===== src/om_pkg.sv =====
// Shared colour, blend equation and blend factor definitions used by every output merger blend module
package om_pkg;

    // One RGBA8 pixel word, alpha in the top byte
    typedef struct packed {
        logic [7:0] a;
        logic [7:0] r;
        logic [7:0] g;
        logic [7:0] b;
    } rgba_t;

    // Blend equation applied separately to RGB and to alpha
    typedef enum logic [2:0] {
        ADD     = 3'd0,
        SUB     = 3'd1,
        REV_SUB = 3'd2,
        MIN     = 3'd3,
        MAX     = 3'd4
    } blend_mode_e;

    // Source and destination factor selections
    typedef enum logic [3:0] {
        ZERO                  = 4'd0,
        ONE                   = 4'd1,
        SRC_COLOR             = 4'd2,
        ONE_MINUS_SRC_COLOR   = 4'd3,
        DST_COLOR             = 4'd4,
        ONE_MINUS_DST_COLOR   = 4'd5,
        SRC_ALPHA             = 4'd6,
        ONE_MINUS_SRC_ALPHA   = 4'd7,
        DST_ALPHA             = 4'd8,
        ONE_MINUS_DST_ALPHA   = 4'd9,
        CONST_COLOR           = 4'd10,
        ONE_MINUS_CONST_COLOR = 4'd11
    } blend_factor_e;

    // A factor spans 0 to 256 so that the value 256 stands for exactly one
    localparam int FACTOR_W = 9;
    localparam logic [FACTOR_W-1:0] FACTOR_ONE = 9'd256;

    // Four factors laid out in the same channel order as rgba_t
    typedef struct packed {
        logic [FACTOR_W-1:0] a;
        logic [FACTOR_W-1:0] r;
        logic [FACTOR_W-1:0] g;
        logic [FACTOR_W-1:0] b;
    } factor_t;

    // Factor rule: a channel value c becomes c plus its top bit, so 255 maps to 256 and 0 stays 0
    // The ONE_MINUS forms take 255 minus c first, which for 8 bits is the bitwise inverse
    function automatic logic [FACTOR_W-1:0] to_factor(input logic [7:0] c);
        return {1'b0, c} + FACTOR_W'(c[7]);
    endfunction

endpackage


===== src/om_blend_cfg_if.sv =====
// Static blend configuration bundle, filled at the blend top level and read by the pipeline stages
`timescale 1ns/1ps

interface om_blend_cfg_if;

    // Blend equations for the colour channels and for alpha
    om_pkg::blend_mode_e   mode_rgb;
    om_pkg::blend_mode_e   mode_a;

    // Factor selections, RGB and alpha kept apart
    om_pkg::blend_factor_e src_factor_rgb;
    om_pkg::blend_factor_e src_factor_a;
    om_pkg::blend_factor_e dst_factor_rgb;
    om_pkg::blend_factor_e dst_factor_a;

    // Constant colour for the CONST_COLOR factors
    om_pkg::rgba_t         const_color;

    // Side that writes the configuration
    modport drive (
        output mode_rgb, mode_a,
        output src_factor_rgb, src_factor_a, dst_factor_rgb, dst_factor_a,
        output const_color
    );

    // Factor decode only needs the selections and the constant colour
    modport factor (
        input src_factor_rgb, src_factor_a, dst_factor_rgb, dst_factor_a,
        input const_color
    );

    // Multiply-add stage only needs the equations
    modport mode (
        input mode_rgb, mode_a
    );

endinterface


===== src/om_shift_register.sv =====
// Enable-gated delay line used for pipeline data and for the valid bits of the blend stage
`timescale 1ns/1ps

module om_shift_register #(
    parameter int DATAW  = 1,
    parameter int DEPTH  = 1,
    parameter int RESETW = 0
) (
    input  logic             clk,
    input  logic             reset,
    input  logic             enable,
    input  logic [DATAW-1:0] data_in,
    output logic [DATAW-1:0] data_out
);

    logic [DATAW-1:0] stages [DEPTH];

    always_ff @(posedge clk) begin
        // Every stage moves forward together, so a stall freezes the whole line
        if (enable) begin
            stages[0] <= data_in;
            for (int i = 1; i < DEPTH; i++) begin
                stages[i] <= stages[i-1];
            end
        end
        // Reset wins over the shift but only touches the low RESETW bits, payload is left alone
        if (reset) begin
            for (int i = 0; i < DEPTH; i++) begin
                for (int b = 0; b < RESETW; b++) begin
                    stages[i][b] <= 1'b0;
                end
            end
        end
    end

    assign data_out = stages[DEPTH-1];

endmodule


===== src/om_blend_minmax.sv =====
// Per-channel MIN and MAX blend results, delayed to line up with the multiply-add path
`timescale 1ns/1ps

module om_blend_minmax #(
    parameter int LATENCY = 1
) (
    input  logic          clk,
    input  logic          reset,
    input  logic          enable,
    input  om_pkg::rgba_t src_color,
    input  om_pkg::rgba_t dst_color,
    output om_pkg::rgba_t min_out,
    output om_pkg::rgba_t max_out
);

    logic [31:0] min_comb;
    logic [31:0] max_comb;

    // MIN and MAX ignore the factors, they only compare the raw channel values
    always_comb begin
        for (int i = 0; i < 4; i++) begin
            if (src_color[i*8 +: 8] < dst_color[i*8 +: 8]) begin
                min_comb[i*8 +: 8] = src_color[i*8 +: 8];
                max_comb[i*8 +: 8] = dst_color[i*8 +: 8];
            end else begin
                min_comb[i*8 +: 8] = dst_color[i*8 +: 8];
                max_comb[i*8 +: 8] = src_color[i*8 +: 8];
            end
        end
    end

    // Same depth as the multiply-add path so the result mux sees matching requests
    om_shift_register #(
        .DATAW  (64),
        .DEPTH  (LATENCY),
        .RESETW (0)
    ) delay_reg (
        .clk      (clk),
        .reset    (reset),
        .enable   (enable),
        .data_in  ({max_comb, min_comb}),
        .data_out ({max_out, min_out})
    );

endmodule


===== src/om_blend_func.sv =====
// First blend stage that decodes the four blend factors and registers them with both colours
`timescale 1ns/1ps

module om_blend_func (
    input  logic                  clk,
    input  logic                  reset,
    input  logic                  enable,
    om_blend_cfg_if.factor        cfg,
    input  om_pkg::rgba_t         src_color,
    input  om_pkg::rgba_t         dst_color,
    output om_pkg::factor_t       src_factor,
    output om_pkg::factor_t       dst_factor,
    output om_pkg::rgba_t         src_out,
    output om_pkg::rgba_t         dst_out
);

    localparam int STAGE_W = 2 * $bits(om_pkg::factor_t) + 2 * $bits(om_pkg::rgba_t);

    om_pkg::factor_t src_f;
    om_pkg::factor_t dst_f;

    // Picks one factor for one channel
    // s, d and c are the channel's own source, destination and constant values
    function automatic logic [om_pkg::FACTOR_W-1:0] select_factor(
        input om_pkg::blend_factor_e sel,
        input logic [7:0]            s,
        input logic [7:0]            d,
        input logic [7:0]            c,
        input logic [7:0]            sa,
        input logic [7:0]            da
    );
        case (sel)
            om_pkg::ZERO:                  return '0;
            om_pkg::ONE:                   return om_pkg::FACTOR_ONE;
            om_pkg::SRC_COLOR:             return om_pkg::to_factor(s);
            om_pkg::ONE_MINUS_SRC_COLOR:   return om_pkg::to_factor(~s);
            om_pkg::DST_COLOR:             return om_pkg::to_factor(d);
            om_pkg::ONE_MINUS_DST_COLOR:   return om_pkg::to_factor(~d);
            om_pkg::SRC_ALPHA:             return om_pkg::to_factor(sa);
            om_pkg::ONE_MINUS_SRC_ALPHA:   return om_pkg::to_factor(~sa);
            om_pkg::DST_ALPHA:             return om_pkg::to_factor(da);
            om_pkg::ONE_MINUS_DST_ALPHA:   return om_pkg::to_factor(~da);
            om_pkg::CONST_COLOR:           return om_pkg::to_factor(c);
            om_pkg::ONE_MINUS_CONST_COLOR: return om_pkg::to_factor(~c);
            default:                       return '0;
        endcase
    endfunction

    always_comb begin
        // Colour channels share the RGB selections
        src_f.r = select_factor(cfg.src_factor_rgb, src_color.r, dst_color.r,
                                cfg.const_color.r, src_color.a, dst_color.a);
        src_f.g = select_factor(cfg.src_factor_rgb, src_color.g, dst_color.g,
                                cfg.const_color.g, src_color.a, dst_color.a);
        src_f.b = select_factor(cfg.src_factor_rgb, src_color.b, dst_color.b,
                                cfg.const_color.b, src_color.a, dst_color.a);
        dst_f.r = select_factor(cfg.dst_factor_rgb, src_color.r, dst_color.r,
                                cfg.const_color.r, src_color.a, dst_color.a);
        dst_f.g = select_factor(cfg.dst_factor_rgb, src_color.g, dst_color.g,
                                cfg.const_color.g, src_color.a, dst_color.a);
        dst_f.b = select_factor(cfg.dst_factor_rgb, src_color.b, dst_color.b,
                                cfg.const_color.b, src_color.a, dst_color.a);
        // Alpha always reads alpha channels, so SRC_COLOR here means src.a
        src_f.a = select_factor(cfg.src_factor_a, src_color.a, dst_color.a,
                                cfg.const_color.a, src_color.a, dst_color.a);
        dst_f.a = select_factor(cfg.dst_factor_a, src_color.a, dst_color.a,
                                cfg.const_color.a, src_color.a, dst_color.a);
    end

    // One register stage keeps the factors and the colours of a request together
    om_shift_register #(
        .DATAW  (STAGE_W),
        .DEPTH  (1),
        .RESETW (0)
    ) stage_reg (
        .clk      (clk),
        .reset    (reset),
        .enable   (enable),
        .data_in  ({src_f, dst_f, src_color, dst_color}),
        .data_out ({src_factor, dst_factor, src_out, dst_out})
    );

endmodule


===== src/om_blend_multadd.sv =====
// Weighted sum or difference blend path with rounding and saturation over a set latency
`timescale 1ns/1ps

module om_blend_multadd #(
    parameter int MUL_LATENCY = 2
) (
    input  logic            clk,
    input  logic            reset,
    input  logic            enable,
    om_blend_cfg_if.mode    cfg,
    input  om_pkg::rgba_t   src_color,
    input  om_pkg::rgba_t   dst_color,
    input  om_pkg::factor_t src_factor,
    input  om_pkg::factor_t dst_factor,
    output om_pkg::rgba_t   color_out
);

    localparam int FW = om_pkg::FACTOR_W;

    // 255 times 256 is 65280, so a product fits in 16 bits
    logic [3:0][15:0] src_prod;
    logic [3:0][15:0] dst_prod;
    logic [3:0][15:0] src_prod_q;
    logic [3:0][15:0] dst_prod_q;
    logic [31:0]      blended;

    always_comb begin
        for (int i = 0; i < 4; i++) begin
            src_prod[i] = src_color[i*8 +: 8] * src_factor[i*FW +: FW];
            dst_prod[i] = dst_color[i*8 +: 8] * dst_factor[i*FW +: FW];
        end
    end

    // The first stage holds the products and the rest of the line pads out to MUL_LATENCY
    om_shift_register #(
        .DATAW  (128),
        .DEPTH  (MUL_LATENCY),
        .RESETW (0)
    ) prod_reg (
        .clk      (clk),
        .reset    (reset),
        .enable   (enable),
        .data_in  ({src_prod, dst_prod}),
        .data_out ({src_prod_q, dst_prod_q})
    );

    always_comb begin
        om_pkg::blend_mode_e mode;
        logic [16:0]         sum;
        logic [17:0]         rounded;
        logic [9:0]          scaled;
        for (int i = 0; i < 4; i++) begin
            // Channel 3 is alpha, the others follow the RGB equation
            mode = (i == 3) ? cfg.mode_a : cfg.mode_rgb;
            case (mode)
                om_pkg::ADD: begin
                    sum = {1'b0, src_prod_q[i]} + {1'b0, dst_prod_q[i]};
                end
                om_pkg::SUB: begin
                    sum = (src_prod_q[i] > dst_prod_q[i]) ?
                          17'(src_prod_q[i] - dst_prod_q[i]) : '0;
                end
                om_pkg::REV_SUB: begin
                    sum = (dst_prod_q[i] > src_prod_q[i]) ?
                          17'(dst_prod_q[i] - src_prod_q[i]) : '0;
                end
                // MIN and MAX are picked up from the min/max path at the top
                default: begin
                    sum = '0;
                end
            endcase
            // Round to nearest before dropping the 8 fraction bits
            rounded = {1'b0, sum} + 18'd128;
            scaled  = rounded[17:8];
            blended[i*8 +: 8] = (scaled > 10'd255) ? 8'hff : scaled[7:0];
        end
    end

    assign color_out = blended;

endmodule


===== src/om_blend.sv =====
// Top level of the RGBA colour blend stage with a valid/ready stream on both sides
`timescale 1ns/1ps

module om_blend #(
    parameter int MUL_LATENCY = 2
) (
    input  logic        clk,
    input  logic        reset,
    input  logic        in_valid,
    output logic        in_ready,
    input  logic [31:0] src_color,
    input  logic [31:0] dst_color,
    input  logic [2:0]  mode_rgb,
    input  logic [2:0]  mode_a,
    input  logic [3:0]  src_factor_rgb,
    input  logic [3:0]  src_factor_a,
    input  logic [3:0]  dst_factor_rgb,
    input  logic [3:0]  dst_factor_a,
    input  logic [31:0] const_color,
    output logic        out_valid,
    input  logic        out_ready,
    output logic [31:0] out_data
);

    if (MUL_LATENCY < 1 || MUL_LATENCY > 4) begin : g_bad_latency
        $error("om_blend: MUL_LATENCY must lie between 1 and 4");
    end

    logic            stall;
    logic            enable;
    om_pkg::factor_t src_factor;
    om_pkg::factor_t dst_factor;
    om_pkg::rgba_t   src_q;
    om_pkg::rgba_t   dst_q;
    om_pkg::rgba_t   min_color;
    om_pkg::rgba_t   max_color;
    om_pkg::rgba_t   mad_color;

    om_blend_cfg_if cfg ();

    // Static configuration, only changed while no request is in flight
    assign cfg.mode_rgb       = om_pkg::blend_mode_e'(mode_rgb);
    assign cfg.mode_a         = om_pkg::blend_mode_e'(mode_a);
    assign cfg.src_factor_rgb = om_pkg::blend_factor_e'(src_factor_rgb);
    assign cfg.src_factor_a   = om_pkg::blend_factor_e'(src_factor_a);
    assign cfg.dst_factor_rgb = om_pkg::blend_factor_e'(dst_factor_rgb);
    assign cfg.dst_factor_a   = om_pkg::blend_factor_e'(dst_factor_a);
    assign cfg.const_color    = const_color;

    // A result waiting on a busy sink freezes every stage at once
    assign stall    = out_valid & ~out_ready;
    assign enable   = ~stall;
    assign in_ready = enable;

    // Valid bits ride alongside the data through 1 + MUL_LATENCY stages
    om_shift_register #(
        .DATAW  (1),
        .DEPTH  (1 + MUL_LATENCY),
        .RESETW (1)
    ) valid_reg (
        .clk      (clk),
        .reset    (reset),
        .enable   (enable),
        .data_in  (in_valid),
        .data_out (out_valid)
    );

    om_blend_func func (
        .clk        (clk),
        .reset      (reset),
        .enable     (enable),
        .cfg        (cfg.factor),
        .src_color  (src_color),
        .dst_color  (dst_color),
        .src_factor (src_factor),
        .dst_factor (dst_factor),
        .src_out    (src_q),
        .dst_out    (dst_q)
    );

    om_blend_minmax #(
        .LATENCY (MUL_LATENCY)
    ) minmax (
        .clk       (clk),
        .reset     (reset),
        .enable    (enable),
        .src_color (src_q),
        .dst_color (dst_q),
        .min_out   (min_color),
        .max_out   (max_color)
    );

    om_blend_multadd #(
        .MUL_LATENCY (MUL_LATENCY)
    ) multadd (
        .clk        (clk),
        .reset      (reset),
        .enable     (enable),
        .cfg        (cfg.mode),
        .src_color  (src_q),
        .dst_color  (dst_q),
        .src_factor (src_factor),
        .dst_factor (dst_factor),
        .color_out  (mad_color)
    );

    // Per-channel result select, alpha follows its own equation
    always_comb begin
        om_pkg::blend_mode_e mode;
        for (int i = 0; i < 4; i++) begin
            mode = (i == 3) ? cfg.mode_a : cfg.mode_rgb;
            case (mode)
                om_pkg::MIN: out_data[i*8 +: 8] = min_color[i*8 +: 8];
                om_pkg::MAX: out_data[i*8 +: 8] = max_color[i*8 +: 8];
                default:     out_data[i*8 +: 8] = mad_color[i*8 +: 8];
            endcase
        end
    end

endmodule


===== config.mk =====
export PLATFORM = sky130hd
export DESIGN_NAME = om_blend
export DESIGN_NICKNAME = d
export VERILOG_FILES = /design/src/om_pkg.sv /design/src/om_blend_cfg_if.sv /design/src/om_shift_register.sv /design/src/om_blend_minmax.sv /design/src/om_blend_func.sv /design/src/om_blend_multadd.sv /design/src/om_blend.sv
export SDC_FILE = /design/constraint.sdc
export NUM_CORES = 2
export LEC_CHECK = 0
export BUFFER_PORTS_ARGS = -buffer_cell sky130_fd_sc_hd__buf_2
export CAP_MARGIN = 25
export CORE_MARGIN = 3
export CORE_UTILIZATION = 45
export CTS_BUF_LIST = sky130_fd_sc_hd__clkbuf_4
export DETAILED_ROUTE_END_ITERATION = 10
export PLACE_DENSITY = 0.69
export SYNTH_ARGS = -nofsm -noshare
export SYNTH_HDL_FRONTEND = slang
export SYNTH_SLANG_ARGS = --single-unit

===== constraint.sdc =====
create_clock -name clk -period 30.7 [get_ports clk]
set_input_delay 3.07 -clock clk [delete_from_list [all_inputs] [get_ports clk]]
set_output_delay 3.07 -clock clk [all_outputs]
set_load 0.01 [all_outputs]

* Word-level counts from Yosys, hierarchy flattened
Memories as Yosys holds them, arrays and structs flattened.
Cells that the tools add are included.
** Word-level totals
- Bits in registers :: 0
- Input port bits :: 122
- Memories :: 4
- Logic and storage cells :: 190
- Bits in writable memories :: 523
** Memories
- multadd.prod_reg.stages :: words 2, width 128, rd ports 2, clocked after memory_dff 0, wr ports 2, RTL line om_shift_register.sv:16 : logic [DATAW-1:0] stages [DEPTH];
- func.stage_reg.stages :: words 1, width 136, rd ports 1, clocked after memory_dff 0, wr ports 1, RTL line om_shift_register.sv:16
- minmax.delay_reg.stages :: words 2, width 64, rd ports 2, clocked after memory_dff 0, wr ports 2, RTL line om_shift_register.sv:16
- valid_reg.stages :: words 3, width 1, rd ports 3, clocked after memory_dff 0, wr ports 3, RTL line om_shift_register.sv:16
** Operators by class
- Add/subtract/negate cells :: 40
- Bitwise logic cells :: 18
- Mux-type cells :: 42
- Equality and inequality tests :: 52
- Reduce and logical (&&, ||, !) cells :: 10
- $mul :: 8
- Order comparisons :: 16
** Operator list (number)
- $pmux 9 s11 :: 6
- $add 8x1->9 :: 24
- $pmux 17 s3 :: 4
- $mux 17 :: 8
- $sub 16x16->17 :: 8
- $gt 16x16->1 :: 8
- $mul 8x9->16 :: 8
- $pmux 9 s7 :: 2
- $mux 8 :: 12
- $not 8->8 :: 12
- $add 17x8->18 const B :: 4
- $add 16x16->17 :: 4
- $eq 4x3->1 const B :: 16
- $eq 4x4->1 const B :: 16
- $pmux 8 s2 :: 4
- $gt 10x8->1 const B :: 4
- $eq 4x2->1 const B :: 8
- $lt 8x8->1 :: 4
- $eq 4x1->1 const B :: 4
- $reduce_or 2->1 :: 8
- $eq 3x2->1 const B :: 4
- $eq 3x1->1 const B :: 2
- $eq 3x3->1 const B :: 2
- $logic_not 3->1 :: 2
- other kinds (4) :: 12

* Depth between registers and ports, before layout
- Depth after elaboration :: 7
- Depth in mapped cells :: 22
- Gate-level depth less buffers :: 21

* By module
A second synthesis with hierarchy kept.
** Second synthesis, totals
- Cell total of the unflattened synthesis :: 5524
- Area, all modules :: 53341.2 µm²
** Modules (own cells, without submodules)
- om_blend_multadd :: area an instance 25984.9 µm², cells an instance 3327, instances 1
- om_shift_register at multadd.prod_reg :: area an instance 8648.3 µm², cells an instance 384, instances 1
- om_blend_func :: area an instance 7434.6 µm², cells an instance 1157, instances 1
- om_shift_register at minmax.delay_reg :: area an instance 4324.1 µm², cells an instance 192, instances 1
- om_shift_register at func.stage_reg :: area an instance 4083.9 µm², cells an instance 136, instances 1
- om_blend_minmax :: area an instance 1701.6 µm², cells an instance 164, instances 1
- om_blend :: area an instance 1062.3 µm², cells an instance 155, instances 1
- om_shift_register at valid_reg :: area an instance 101.3 µm², cells an instance 9, instances 1

* Worst setup path after synthesis
OpenSTA, ideal clock, no wires.
- Path type :: input to output
- From :: input out_ready
- To :: output in_ready
- Data required time :: 27.630 ns
- Stages on the path :: 2
- Slack :: 14.363 ns
- Arrival :: 13.267 ns
- Path through :: nor2b_1 inv_1
** Between the ends
- Word-level cells in the longest chain between the ends :: 3
** RTL lines
- from (decl) :: RTL line om_blend.sv:21 : input logic out_ready,
- $not 1->1 :: RTL line om_blend.sv:51 : assign stall = out_valid & ~out_ready;
- $and 1x1->1 :: RTL line om_blend.sv:51
- $not 1->1 :: RTL line om_blend.sv:52 : assign enable = ~stall;
- to (decl) :: RTL line om_blend.sv:10 : output logic in_ready,
Every way passes these cells.

* Final worst setup path
- From :: input mode_rgb[2]
- To :: output out_data[18]
** Between the ends
- Word-level cells in the longest chain between the ends :: 6
- Elaborated cells between the ends (all ways) :: 10
** RTL lines
- from (decl) :: RTL line om_blend.sv:13 : input logic [2:0] mode_rgb,
- $eq 3x2->1 (tied with other cells) :: RTL line om_blend_multadd.sv:55 : case (mode)
- $pmux 17 s3 :: RTL line om_blend_multadd.sv:55
- $add 17x8->18 :: RTL line om_blend_multadd.sv:73 : rounded = {1'b0, sum} + 18'd128;
- $gt 10x8->1 :: RTL line om_blend_multadd.sv:75 : blended[i*8 +: 8] = (scaled > 10'd255) ? 8'hff : scaled[7:0];
- $mux 8 :: RTL line om_blend_multadd.sv:75
- $pmux 8 s2 * :: RTL line om_blend.sv:112 : case (mode)
- to (decl) :: RTL line om_blend.sv:22 : output logic [31:0] out_data
Every way passes the cells marked *; elsewhere a longest branch is shown, timed or not.

==> impl_metrics.py <==
metrics = {
    "outcome": {
        "status": "finished, final reports clean",
    },
    "setup_path": {
        "cp_data_arrival_time_ps": 6450,
        "endpoint_kind": "output pin",
        "reg2reg_to": "multadd.prod_reg.stages[0][47]",
        "critical_path_class": "input port to output pin",
        "cp_max_fo": 20,
        "rrSetupSlack_ps": 25220,
        "critPathLaunchType": "input port",
        "r2r_start": "func.stage_reg.stages[0][20]",
        "crit_required_ps": 27630,
        "rr_worst_depth": 18,
    },
    "clock_tree": {
        "cts_tree": "yes",
        "post_cts_resized": 0,
        "clock_latency_ps": 1040,
        "cts_sinks": 523,
        "cts_buffers": 141,
        "cts_buffer_depth": 3,
        "clkTransAtPathRegs_ps": 60,
        "htreeDepth": 4,
        "cts_hold_repair.buffers": 0,
        "clockRootBuffer": "clkbuf_4",
        "cts_setup_buffers": 0,
    },
    "place": {
        "dp_worst_setup_slack_ps": 21250,
        "port_buffers": 155,
        "place_congestion": 0.9878,
        "hpwl_um": 105200,
    },
    "timing": {
        "setup_viol_count_final": 0,
        "setup_slack_ps": 21180,
        "tns_ps": 0,
        "slew_headroom": 0.1970,
        "min_period_over_period": 0.3101,
        "fin_skew_ps": 92.70,
        "finalHoldViolCount": 0,
        "rsz0062_at_grt": "false",
        "tightest_slew_ps": 1204,
        "timing.final.crit_period_ps": 9522,
        "slew_violations": 0,
        "fmax_ghz": 0.1050,
        "whs_ps": 379.4,
    },
    "global_route": {
        "top_usage_layer": "met2",
        "grt_usage": 0.2318,
        "antenna_found_initial": 52,
        "use_met3": 0.05972,
        "grt_pass1_vias": 38034,
        "grt_pass1_wl_um": 212100,
        "met2_usage": 0.3556,
        "grt_max_degree": 100,
        "gr-total-overflow": 0,
        "use_met1": 0.3173,
    },
    "drt": {
        "vias_per_cell": 5.576,
        "drc": 0,
        "final_antenna_net_count": 0,
        "totalWireLength_um": 134800,
        "first_pass_iters": 9,
        "vias": 38393,
        "drtIter0Drc": 3408,
        "drt-wirelength-per-cell_um": 19.58,
    },
    "yosys": {
        "synth_compound_area_frac": 0.1327,
        "synth_top_family_by_area": "adder cells",
        "synth_fp_nets": 6163,
        "synth_edf_count": 520,
        "yosysUniqueCellTypes": 111,
        "async_reset_ff_frac": 0,
        "synth-simple-area-share": 0.1443,
        "syn_inst": 5161,
        "synth_ff_type": "edfxtp_1",
        "synth.avg_cell_area_um2": 9.745,
        "synth_area_um2": 50290,
        "yosys.area_share.adder": 0.2679,
        "synth-seq-cells": 523,
        "synth.yosys.seq_area_share": 0.3117,
        "synthXorXnorAreaFrac": 0.05033,
        "ys_warn_count": 0,
        "synthMuxAreaShare": 0.02535,
    },
    "final_layout": {
        "mostFrequentLayoutCells": "inv_1 (680), ha_1 (552), edfxtp_1 (520), nand2_1 (515), fa_1 (328)",
        "final_nets": 6281,
        "layout_commonest_cell": "inv_1",
        "drive_above_1_share": 0.1005,
        "synthToLayoutAreaGrowth_pct": 7.648,
    },
    "pwr": {
        "ir_drop_mv": 0.03537,
        "p_per_area_nw_per_um2": 79.66,
        "p_leak_nw": 24.43,
    },
    "min_path": {
        "hold_class": "flip-flop to flip-flop",
        "hold_end": "minmax.delay_reg.stages[0][104]",
        "hold_depth": 0,
        "hold_start": "minmax.delay_reg.stages[0][40]",
    },
    "floorplanning": {
        "fp.dieArea_um2": 115800,
        "die_w_um": 340.3,
        "coreArea_um2": 110800,
        "io_pins": 156,
        "die_y_um": 340.3,
        "rows": 122,
        "initial_core_util": 0.4538,
    },
    "job": {
        "max_cap_viol_count": 0,
    },
}
cell families (layout without fill, tap and decap cells):
group	after synthesis	count (layout)
AOI/OAI and AO/OA	1000	1000
xor gates and xnor gates	289	289
adders and majority gates	880	880
buffers and inverters	892	1095
DFF	523	523
muxes	117	117
other	0	33
and+or+nand+nor	1460	1460
flip-flops by register name, summed over array words and instances, names as in the netlist:
signal,count
valid_reg.stages,3
multadd.prod_reg.stages,256
minmax.delay_reg.stages,128
func.stage_reg.stages,136
stage by stage:
stage          instance area [µm²]  total power (W)  instances    util
3_3_place_gp                 52310         0.003664       6623  0.4720
3_5_place_dp                 52310         0.003689       6623  0.4720
4_1_cts                      54030         0.004326       6851  0.4875
6_report                     54140         0.004313       6885  0.4885
2_1_floorplan                50290         0.003072       5161       -
5_1_grt                      54090         0.004717       6866  0.4881
worst max-delay path by stage:
stage	start	endpoint	cells past startpoint
after floorplan	out_ready	in_ready	2
after global placement	mode_rgb[2]	out_data[18]	10
after detailed placement	mode_rgb[2]	out_data[20]	10
after CTS	mode_rgb[2]	out_data[20]	10
after global routing	mode_rgb[1]	out_data[2]	13
final	mode_rgb[2]	out_data[18]	10
Yosys cell counts (10+ instances only):
| cell type | number | area, µm² |
|---|---|---|
| or2_2 | 12 | 75.07 |
| and3_1 | 28 | 175.2 |
| a31oi_1 | 22 | 137.6 |
| o221ai_1 | 36 | 315.3 |
| nor4_1 | 22 | 137.6 |
| clkbuf_1 | 167 | 626.9 |
| a211oi_1 | 26 | 195.2 |
| mux2i_1 | 41 | 410.4 |
| or3_1 | 23 | 143.9 |
| ha_1 | 552 | 6907 |
| and2_1 | 307 | 1921 |
| nand2_1 | 515 | 1933 |
| buf_2 | 23 | 115.1 |
| nor2_1 | 226 | 848.3 |
| o21bai_1 | 15 | 112.6 |
| nor3b_1 | 12 | 90.09 |
| o22ai_1 | 114 | 713.2 |
| o21a_1 | 15 | 112.6 |
| xnor2_1 | 197 | 1725 |
| nand4_1 | 29 | 181.4 |
| xor2_1 | 92 | 805.8 |
| a21oi_2 | 10 | 87.58 |
| a21o_1 | 46 | 345.3 |
| a221o_1 | 27 | 270.3 |
| a221oi_1 | 25 | 219.0 |
| o21ai_0 | 183 | 915.9 |
| a22oi_1 | 29 | 217.7 |
| o211ai_1 | 17 | 127.6 |
| nor2b_1 | 39 | 244.0 |
| edfxtp_1 | 520 | 15610 |
| nor3_1 | 46 | 230.2 |
| fa_1 | 328 | 6566 |
| or4_1 | 22 | 165.2 |
| a21boi_0 | 29 | 217.7 |
| nand2b_1 | 67 | 419.2 |
| mux2_2 | 73 | 822.0 |
| inv_1 | 681 | 2556 |
| a21oi_1 | 273 | 1366 |
| nand3_1 | 86 | 430.4 |
where the power goes:
part | switching [W] | internal, W | leakage, nW
combinational | 0.00147 | 0.00101 | 17.8
sequential | 0.000153 | 0.00107 | 5.65
clock | 0.000282 | 0.000324 | 1.01
total | 0.00190 | 0.00241 | 24.4
cell type report:
cell class,instances,area [µm²]
repair buffers,182,998.5
clock inverters,47,357.8
diodes,33,82.58
well taps,1488,1862
flip-flops and latches,523,15680
inverters,685,2579
fillers,10276,56680
multi-input cells,3746,31220
clock buffers,181,1359
critical path: stages:
cell,delay [ps]
buf_2,130
or3_1,820
or4_1,650
nand3_1,110
a21oi_1,100
a311oi_1,440
nand4b_1,220
mux2i_1,580
a31oi_1,150
buf_2,170
routing by layer:
metal	part of all wire	wire length, µm
met1	0.44	59100
met2	0.44	59360
met3	0.089	11960
met4	0.031	4234
met5	0.0014	187
Note: power is estimated with default switching activity, not from simulation.
